`src/hw/daq_pkg.sv`:
```
`default_nettype none

package daq_pkg;

    // bus and fifo word width.
    localparam int data_width = 32;

    // register bus address width.
    localparam int addr_width = 32;

    // width of the output port.
    localparam int gpio_width = 8;

    // register map.
    localparam logic [addr_width-1:0] gpio_addr = 32'h1000;
    localparam logic [addr_width-1:0] count_addr = 32'h1004;

    // output buffer size in words.
    localparam int fifo_depth = 16;

    // fill count must hold the value fifo_depth itself.
    localparam int fifo_cnt_width = 5;

    // register hit by a bus access.
    typedef enum logic [1:0] {
        sel_none  = 2'd0,
        sel_gpio  = 2'd1,
        sel_count = 2'd2
    } reg_sel_e;

endpackage

`default_nettype wire

```
`src/hw/daq_bus_if.sv`:
```
`default_nettype none

interface daq_bus_if;

    // the register select arrives already decoded from the address.
    daq_pkg::reg_sel_e sel;
    logic [daq_pkg::data_width-1:0] wdata;
    logic [daq_pkg::data_width-1:0] rdata;

    // single-cycle strobes that only act together with sel.
    logic rd;
    logic wr;

    modport master (
        output sel,
        output wdata,
        output rd,
        output wr,
        input  rdata
    );

    modport regs (
        input  sel,
        input  wdata,
        input  rd,
        input  wr,
        output rdata
    );

endinterface

`default_nettype wire

```
`src/hw/gpio_regs.sv`:
```
`default_nettype none

module gpio_regs (
    input wire                              BUS_CLK,
    input wire                              rst_n,
    input wire [daq_pkg::data_width-1:0]    count,
    daq_bus_if.regs                         bus,
    output logic [daq_pkg::gpio_width-1:0]  gpio
);

    logic [daq_pkg::gpio_width-1:0] gpio_q;
    logic [daq_pkg::data_width-1:0] rdata_q;
    logic [daq_pkg::data_width-1:0] gpio_ext;

    // gpio value as a full bus word.
    assign gpio_ext = {{(daq_pkg::data_width - daq_pkg::gpio_width){1'b0}}, gpio_q};

    // only a gpio write changes the output register.
    always_ff @(posedge BUS_CLK or negedge rst_n) begin
        if (!rst_n) begin
            gpio_q <= '0;
        end else if (bus.wr && (bus.sel == daq_pkg::sel_gpio)) begin
            gpio_q <= bus.wdata[daq_pkg::gpio_width-1:0];
        end
    end

    // read data is captured on the strobe and held until the next read.
    always_ff @(posedge BUS_CLK or negedge rst_n) begin
        if (!rst_n) begin
            rdata_q <= '0;
        end else if (bus.rd) begin
            case (bus.sel)
                daq_pkg::sel_gpio: begin
                    rdata_q <= gpio_ext;
                end
                daq_pkg::sel_count: begin
                    rdata_q <= count;
                end
                default: begin
                    rdata_q <= '0;
                end
            endcase
        end
    end

    assign gpio = gpio_q;
    assign bus.rdata = rdata_q;

endmodule

`default_nettype wire

```
`src/hw/count_source.sv`:
```
`default_nettype none

module count_source (
    input wire                              BUS_CLK,
    input wire                              rst_n,
    input wire                              next,
    input wire                              afull,
    output logic                            fifo_wr,
    output logic [daq_pkg::data_width-1:0]  fifo_wdata,
    output logic [daq_pkg::data_width-1:0]  count
);

    logic [daq_pkg::data_width-1:0] count_q;
    logic [daq_pkg::data_width-1:0] wdata_q;
    logic                           wr_q;

    // pattern counter and write strobe.
    // the count holds while the fifo has no room and clears when next drops.
    always_ff @(posedge BUS_CLK or negedge rst_n) begin
        if (!rst_n) begin
            count_q <= '0;
            wr_q    <= 1'b0;
        end else if (!next) begin
            count_q <= '0;
            wr_q    <= 1'b0;
        end else if (!afull) begin
            count_q <= count_q + 1'b1;
            wr_q    <= 1'b1;
        end else begin
            wr_q    <= 1'b0;
        end
    end

    // data word travels with the strobe.
    always_ff @(posedge BUS_CLK) begin
        if (next && !afull) begin
            wdata_q <= count_q;
        end
    end

    assign fifo_wr    = wr_q;
    assign fifo_wdata = wdata_q;
    assign count      = count_q;

    // a full buffer must stop the very next write.
    a_no_wr_after_afull: assert property (
        @(posedge BUS_CLK) disable iff (!rst_n) afull |=> !fifo_wr
    );

endmodule

`default_nettype wire

```
`src/hw/data_fifo.sv`:
```
`default_nettype none

module data_fifo (
    input wire                              BUS_CLK,
    input wire                              rst_n,
    input wire                              wr,
    input wire [daq_pkg::data_width-1:0]    wdata,
    input wire                              pop,
    output logic [daq_pkg::data_width-1:0]  rdata,
    output logic                            empty,
    output logic                            afull
);

    logic [daq_pkg::data_width-1:0] mem [daq_pkg::fifo_depth];

    logic [$clog2(daq_pkg::fifo_depth)-1:0] wr_ptr;
    logic [$clog2(daq_pkg::fifo_depth)-1:0] rd_ptr;
    logic [daq_pkg::fifo_cnt_width-1:0]     cnt;

    logic do_push;
    logic do_pop;

    assign do_push = wr && (cnt != daq_pkg::fifo_depth);
    // pop on an empty buffer is dropped.
    assign do_pop  = pop && (cnt != '0);

    always_ff @(posedge BUS_CLK) begin
        if (do_push) begin
            mem[wr_ptr] <= wdata;
        end
    end

    // pointers wrap on their own since the depth is a power of two.
    always_ff @(posedge BUS_CLK or negedge rst_n) begin
        if (!rst_n) begin
            wr_ptr <= '0;
            rd_ptr <= '0;
            cnt    <= '0;
        end else begin
            if (do_push) begin
                wr_ptr <= wr_ptr + 1'b1;
            end
            if (do_pop) begin
                rd_ptr <= rd_ptr + 1'b1;
            end
            case ({do_push, do_pop})
                2'b10: begin
                    cnt <= cnt + 1'b1;
                end
                2'b01: begin
                    cnt <= cnt - 1'b1;
                end
                default: begin
                    cnt <= cnt;
                end
            endcase
        end
    end

    // the head word falls through to the read port.
    assign rdata = mem[rd_ptr];
    assign empty = (cnt == '0);

    // the write in flight counts as stored, so one word stays in reserve.
    assign afull = (cnt + wr) >= (daq_pkg::fifo_depth - 1);

    // the source has to respect afull, so a full buffer never sees a write.
    a_no_wr_when_full: assert property (
        @(posedge BUS_CLK) disable iff (!rst_n) wr |-> (cnt < daq_pkg::fifo_depth)
    );

endmodule

`default_nettype wire

```
`src/hw/daq_core.sv`:
```
`default_nettype none

module daq_core (
    input wire                              BUS_CLK,
    input wire                              rst_n,
    input wire [daq_pkg::addr_width-1:0]    bus_addr,
    input wire [daq_pkg::data_width-1:0]    bus_wdata,
    input wire                              bus_rd,
    input wire                              bus_wr,
    input wire                              next,
    input wire                              afull,
    output logic [daq_pkg::data_width-1:0]  bus_rdata,
    output logic [daq_pkg::gpio_width-1:0]  gpio,
    output logic                            fifo_wr,
    output logic [daq_pkg::data_width-1:0]  fifo_wdata
);

    daq_bus_if bus_if ();

    daq_pkg::reg_sel_e              sel;
    logic [daq_pkg::data_width-1:0] count;

    // only a full address match selects a register.
    always_comb begin
        case (bus_addr)
            daq_pkg::gpio_addr:  sel = daq_pkg::sel_gpio;
            daq_pkg::count_addr: sel = daq_pkg::sel_count;
            default:             sel = daq_pkg::sel_none;
        endcase
    end

    // master side of the register bus.
    assign bus_if.sel   = sel;
    assign bus_if.wdata = bus_wdata;
    assign bus_if.rd    = bus_rd;
    assign bus_if.wr    = bus_wr;
    assign bus_rdata    = bus_if.rdata;

    gpio_regs u_gpio_regs (
        .BUS_CLK (BUS_CLK),
        .rst_n   (rst_n),
        .count   (count),
        .bus     (bus_if.regs),
        .gpio    (gpio)
    );

    count_source u_count_source (
        .BUS_CLK    (BUS_CLK),
        .rst_n      (rst_n),
        .next       (next),
        .afull      (afull),
        .fifo_wr    (fifo_wr),
        .fifo_wdata (fifo_wdata),
        .count      (count)
    );

    a_rd_wr_exclusive: assert property (
        @(posedge BUS_CLK) disable iff (!rst_n) !(bus_rd && bus_wr)
    );

endmodule

`default_nettype wire

```
`src/hw/daq_top.sv`:
```
`default_nettype none

module daq_top (
    input wire                              BUS_CLK,
    input wire                              rst_n,
    input wire [daq_pkg::addr_width-1:0]    bus_addr,
    input wire [daq_pkg::data_width-1:0]    bus_wdata,
    input wire                              bus_rd,
    input wire                              bus_wr,
    input wire                              next,
    input wire                              pop,
    output logic [daq_pkg::data_width-1:0]  bus_rdata,
    output logic [daq_pkg::gpio_width-1:0]  gpio,
    output logic                            fifo_empty,
    output logic [daq_pkg::data_width-1:0]  fifo_data
);

    logic                           fifo_wr;
    logic [daq_pkg::data_width-1:0] fifo_wdata;
    logic                           afull;

    daq_core u_daq_core (
        .BUS_CLK    (BUS_CLK),
        .rst_n      (rst_n),
        .bus_addr   (bus_addr),
        .bus_wdata  (bus_wdata),
        .bus_rd     (bus_rd),
        .bus_wr     (bus_wr),
        .next       (next),
        .afull      (afull),
        .bus_rdata  (bus_rdata),
        .gpio       (gpio),
        .fifo_wr    (fifo_wr),
        .fifo_wdata (fifo_wdata)
    );

    // afull goes back to the source for back-pressure.
    data_fifo u_data_fifo (
        .BUS_CLK (BUS_CLK),
        .rst_n   (rst_n),
        .wr      (fifo_wr),
        .wdata   (fifo_wdata),
        .pop     (pop),
        .rdata   (fifo_data),
        .empty   (fifo_empty),
        .afull   (afull)
    );

endmodule

`default_nettype wire

```
`config.mk`:
```
export PLATFORM = sky130hd
export DESIGN_NAME = daq_top
export DESIGN_NICKNAME = d
export VERILOG_FILES = /design/src/hw/daq_pkg.sv /design/src/hw/daq_bus_if.sv /design/src/hw/gpio_regs.sv /design/src/hw/count_source.sv /design/src/hw/data_fifo.sv /design/src/hw/daq_core.sv /design/src/hw/daq_top.sv
export SDC_FILE = /design/constraint.sdc
export NUM_CORES = 1
export LEC_CHECK = 0
export BUFFER_PORTS_ARGS = -buffer_cell sky130_fd_sc_hd__buf_4
export CELL_PAD_IN_SITES_DETAIL_PLACEMENT = 0
export CELL_PAD_IN_SITES_GLOBAL_PLACEMENT = 1
export CORE_MARGIN = 5
export CORE_UTILIZATION = 35
export DETAILED_ROUTE_END_ITERATION = 6
export HOLD_SLACK_MARGIN = 0.12
export PLACE_DENSITY = 0.57
export SLEW_MARGIN = 20
export SYNTH_ARGS = -nofsm -noshare
export SYNTH_HDL_FRONTEND = slang
export SYNTH_SLANG_ARGS = --single-unit
```
`constraint.sdc`:
```
create_clock -name BUS_CLK -period 9.3 [get_ports BUS_CLK]
set_input_delay 0.93 -clock BUS_CLK [delete_from_list [all_inputs] [get_ports BUS_CLK]]
set_output_delay 0.93 -clock BUS_CLK [all_outputs]
set_load 0.03 [all_outputs]
```
Word-level counts from Yosys, hierarchy flattened --
Memory sizes are Yosys's and may differ from the RTL's. Index checks and enable logic that the tools add are counted.
Operators by class: reductions and logical operators 8, equal/unequal tests 8, muxes and demuxes 9, $lt $le $gt $ge 1, add/sub/neg operators 6
Operators with widths (count):
- 32-bit by 13-bit == test with 1-bit output, second input constant | 2
- 32-bit two-way mux | 2
- 32-bit one-hot mux with 2 select lines | 1
- 32-bit by 1-bit adder with 32-bit output, second input constant | 1
- 32-bit by 4-bit >= comparator with 1-bit output, second input constant | 1
- 5-bit one-hot mux with 2 select lines | 1
- 4-bit by 1-bit adder with 4-bit output, second input constant | 2
- 5-bit by 1-bit adder with 6-bit output | 1
- 5-bit by 1-bit adder with 5-bit output, second input constant | 1
- 5-bit zero test | 1
- 5-bit != test, second input constant | 1
- 5-bit nonzero test | 1
- 5-bit by 1-bit subtractor with 5-bit output, second input constant | 1
- 2-bit by 1-bit == test with 1-bit output, second input constant | 2
- 2-bit == test, second input constant | 2
- 1-bit logical AND | 4
- 1-bit two-way mux | 4
- 2-bit one-hot mux with 2 select lines | 1
- 2-bit != test, second input constant | 1
- 2-bit nonzero test | 1
- 1-bit zero test | 1
Word-level totals: output and inout port bits 73, word-level logic and storage cells 41, flip-flop bits (word level) 118, memories kept 1, RAM bits 512, bits of input ports 70
Memories:
- u_data_fifo.mem | depth 16, bits a word 32, read ports 1, clocked after memory_dff 0, wr ports 1, RTL line data_fifo.sv:14 | logic [daq_pkg::data_width-1:0] mem [daq_pkg::fifo_depth];

Depth between registers and ports, before layout --
depth in word-level cells 4, gate-level depth with buffers 13, mapped depth without buffers 11

Modules after synthesis --
A second synthesis with hierarchy kept.
Second synthesis, totals: cells, all modules 1410, area, all modules 25050.3 µm²
By module, submodules not included:
- data_fifo | cells each 1023, seq. area each 15700.1 µm², area an instance 20474.6 µm², instances 1
- count_source | cells each 213, seq. area each 1786.7 µm², area an instance 2761.4 µm², instances 1
- gpio_regs | cells each 161, seq. area each 1001.0 µm², area an instance 1730.4 µm², instances 1
- daq_core | cells each 13, seq. area each 0.0 µm², area an instance 83.8 µm², instances 1

Worst setup path before layout --
Ideal clock, no wire load.
kind register to register, from reg u_data_fifo.cnt[0] in the netlist's numbering, to reg u_daq_core.u_count_source.wdata_q (netlist bit u_daq_core.u_count_source.fifo_wdata[0]) (enable), arrival time 3.686 ns, path buffers 1, library setup time 0.463 ns, required time 8.837 ns, setup slack 5.152 ns, stages on the path, launching flop included 7, period minus slack after synthesis 4.148 ns, path through dfrtp_1 ha_1 ha_1 a31oi_1 a41oi_1 clkbuf_1 nor3_1
Between the ends: longest elaborated chain between the ends 4
Ends and longest elaborated chain:
- from (decl) | RTL line data_fifo.sv:18 | logic [daq_pkg::fifo_cnt_width-1:0] cnt;
- from (signal assigned) | RTL line data_fifo.sv:48 | cnt <= cnt + 1'b1;
- from (signal assigned) | RTL line data_fifo.sv:51 | cnt <= cnt - 1'b1;
- from (signal assigned) | RTL line data_fifo.sv:54 | cnt <= cnt;
- 5-bit by 1-bit adder with 6-bit output | RTL line data_fifo.sv:65 | assign afull = (cnt + wr) >= (daq_pkg::fifo_depth - 1);
- 32-bit by 4-bit >= comparator with 1-bit output | RTL line data_fifo.sv:65
- 1-bit zero test | RTL line count_source.sv:36 | if (next && !afull) begin
- 1-bit logical AND | RTL line count_source.sv:36
- to (signal assigned) | RTL line count_source.sv:37 | wdata_q <= count_q;
- to (decl) | RTL line count_source.sv:14 | logic [daq_pkg::data_width-1:0] wdata_q;
No other way between the ends. A chain may end at the register's enable or synchronous reset.

Worst setup path in the final report --
from reg u_data_fifo.rd_ptr[0] in the netlist's numbering, to out fifo_data[16] in the netlist's numbering
Between the ends: longest elaborated chain between the ends 1
Ends and longest elaborated chain:
- from (decl) | RTL line data_fifo.sv:17 | logic [$clog2(daq_pkg::fifo_depth)-1:0] rd_ptr;
- from (signal assigned) | RTL line data_fifo.sv:44 | rd_ptr <= rd_ptr + 1'b1;
- memory 16 x 32 bit
- to (decl) | RTL line daq_top.sv:15 | output logic [daq_pkg::data_width-1:0] fifo_data
No other way between the ends.

==> run metrics <==
pre-CTS setup slack ~4.7 ns; P_sw between 2000 and 3000 uW; crit path kind reg -> out; commonest non-fill, non-tap cell in the layout edfxtp_1; CP max-delay cell dfrtp_4; # DRC 0; post-layout util 41.6%; clock transition at the registers of the reported paths about 0.06 ns; total grt overflow 0; via count about 12000; Starting DRT DRC Count about 700; # hold bufs at CTS 0; ratio of cells with drive above 1 in the final layout roughly 31%; root buf cell clkbuf_16; cell count after synthesis 1203; Routed WL 56.6 mm; Max-Cap Viols 0; Power Internal 5920 uW; Logic pwr share 26.3%; ant diodes 0; min Tclk post-route approximately 5.0 ns; crit-path cells buf_4 > buf_4 > mux4_2 > mux4_2 > buf_4; Seq/Total Area, Yosys about 76%; power per cell area 295 mW/mm2; Die ar. between 0.07 and 0.08 mm2; Max-slew headroom between 30% and 40%; Min Hold Slack between 0.2 and 0.3 ns; Core Footprint 0.0689 mm2; die height approximately 270 um; RSZ-0062 raised after global routing no; critical path required time 8.37 ns; status complete, no violations; Post-CTS Setup Inserts 0; clock share of power 30.1%; Synth Area in XOR/XNOR 0.933%; pin slew with the least headroom to its limit about 0.91 ns; Layout Skew between 0.02 and 0.03 ns; final setup margin roughly 4.3 ns; # port buffers 118; Clock Sinks 630; Switching Fraction 30.1%; largest stage delay on the critical path around 0.76 ns; number of synthesized flops with an enable pin 544; clock tree buffer depth 3; first-pass GRT wire length approximately 84 mm; Die X roughly 270 um; DR pass1 iterations 4; Fmax ~0.2 GHz; cell mode on critical path buf_4; H-tree depth 3; Final Hold Vio Count 0; # nets final 1445; compound-cell area share of the yosys netlist under 10%; peak supply drop about 0.14 mV; cts repair resizes 0; fin area 0.0287 mm2; Worst setup EP type output pin; Wirelength per Cell ~24 um; initial antenna violation count 2; post-synthesis mux area share between 15 and 20%; Mapped Area 0.0244 mm2; CTS buffer count between 60 and 70; Mapped Nets between 1000 and 1500; CTS tree yes; Final setup viols 0; RePlAce Congestion around 0.73; largest family of logic cells by synthesized area multiplexers; largest net degree at the start of global routing 59; Vias/cell roughly 5; Syn-to-layout area delta 17.5%; Post-Synth Simple-Gate Area 3.59%; WP data arrival approximately 4.1 ns; fin. max-slew vios 0; setup_tns 0 ns; Ports about 140; mean post-synth cell area just over 20 um2; Clock Latency Late Sink 0.60 ns; # rows between 90 and 100; CP Max Fanout 37; ys flop type edfxtp_1; leak pwr 0.00944 uW; final antenna-violating net count 0; Critical Path Source Type register; dpl hpwl 32.2 mm; vias in the first global route approximately 13000; Async SR Flop Fraction between 10% and 20%; synthesized-area fraction occupied by adder cells less than 1%; placed cell areas approximately 0.027 mm2; HP Class in -> async; Starting Density between 30% and 40%; total track usage between 10% and 20%; yosys synthesis warning count 0; number of synthesized register bits 630; most frequent cells in the layout edfxtp_1 (544), mux4_2 (160), buf_4 (148); synth unique cells 39; Seq pwr share about 44%; ratio of final minimum period to clock period 54.2%
==> kinds of logic (layout without fill, tap and decap cells) <==
| kind of cell | Yosys count | count (layout) |
|---|---|---|
| fa+ha+maj | 15 | 15 |
| buf+inv | 108 | 319 |
| compound gates | 85 | 85 |
| mux | 171 | 171 |
| simple gates | 168 | 168 |
| xor+xnor | 26 | 26 |
| flops | 630 | 630 |
==> cell type report <==
cell class	instances	area [um2]
sequential	630	18500
timing repair buffer	148	1110
multi-input combinational	465	5640
clock inverter	34	292
clock buffer	89	1800
tap	931	1160
inverter	48	180
fill	6137	40300
==> critical path: cells and delay by family, from the launching register on <==
kind                   cells  cell delay (ns)
buffers and inverters      3             1.57
muxes                      2             1.13
DFF                        1             0.76
==> state kept, by name (all words and copies together) (netlist names) <==
| name | cells |
|---|---|
| u_daq_core.u_count_source.count | 32 |
| u_daq_core.u_count_source.fifo_wdata | 32 |
| u_daq_core.u_count_source.fifo_wr | 1 |
| u_daq_core.u_gpio_regs.bus.rdata | 32 |
| u_daq_core.u_gpio_regs.gpio | 8 |
| u_data_fifo.cnt | 5 |
| u_data_fifo.mem | 512 |
| u_data_fifo.rd_ptr | 4 |
| u_data_fifo.wr_ptr | 4 |
==> per-stage QoR <==
step / power [uW] / instances
6_report: 8460 / 2345
3_5_place_dp: 6060 / 2222
2_1_floorplan: 5220 / 1203
5_1_grt: 8850 / 2345
4_1_cts: 8630 / 2345
3_3_place_gp: 6020 / 2222
==> synthesized netlist by cell type (all sizes together), types with 16 or more instances <==
| cell | n | area (um2) |
|---|---|---|
| a21oi | 18 | 90.1 |
| buf | 22 | 92.6 |
| clkbuf | 38 | 143 |
| dfrtp | 86 | 2150 |
| edfxtp | 544 | 16300 |
| inv | 48 | 180 |
| mux4 | 160 | 3600 |
| nand2 | 23 | 86.3 |
| nand3 | 36 | 180 |
| nor2 | 31 | 116 |
| nor4 | 16 | 100 |
| o21ai | 41 | 205 |
| xnor2 | 20 | 175 |
==> worst paths after layout <==
check | from | depth (start not counted) | end | slack, ns
worst max-delay path | u_data_fifo.rd_ptr[0] | 5 | fifo_data[16] | 4.26
worst min-delay path | rst_n | 1 | u_daq_core.u_gpio_regs.bus.rdata[27] | 0.30
worst max register to register | u_data_fifo.cnt[1] | 11 | u_data_fifo.cnt[4] | 6.20
worst min register to register | u_daq_core.u_gpio_regs.bus.rdata[27] | 2 | u_daq_core.u_gpio_regs.bus.rdata[27] | 0.52
max in group asynchronous | rst_n | 2 | u_data_fifo.rd_ptr[0] | 7.85
min in group BUS_CLK | u_daq_core.u_gpio_regs.bus.rdata[27] | 2 | u_daq_core.u_gpio_regs.bus.rdata[27] | 0.52
==> power groups by stage <==
stage,Sequential (uW),Clock [uW],Combinational (uW)
floorplan,3570,0,1650
detailed placement,3760,0,2290
CTS,3700,2630,2300
global route,3740,2730,2380
global placement,3740,0,2280
finish,3690,2550,2220
==> layer usage <==
layer / part of all wire, % / global-route usage [%] / routed length [um] / vias to the layer above
met3: 4.7 / 2.67 / 2650 / 56
met2: 49 / 24.7 / 27600 / 279
met4: 1.6 / 3.88 / 889 / 0
met5: 0 / 0 / 0 / -
met1: 45 / 21.1 / 25400 / 6496
li1: - / - / - / 5231
Note: power is estimated with default switching activity, not from simulation.
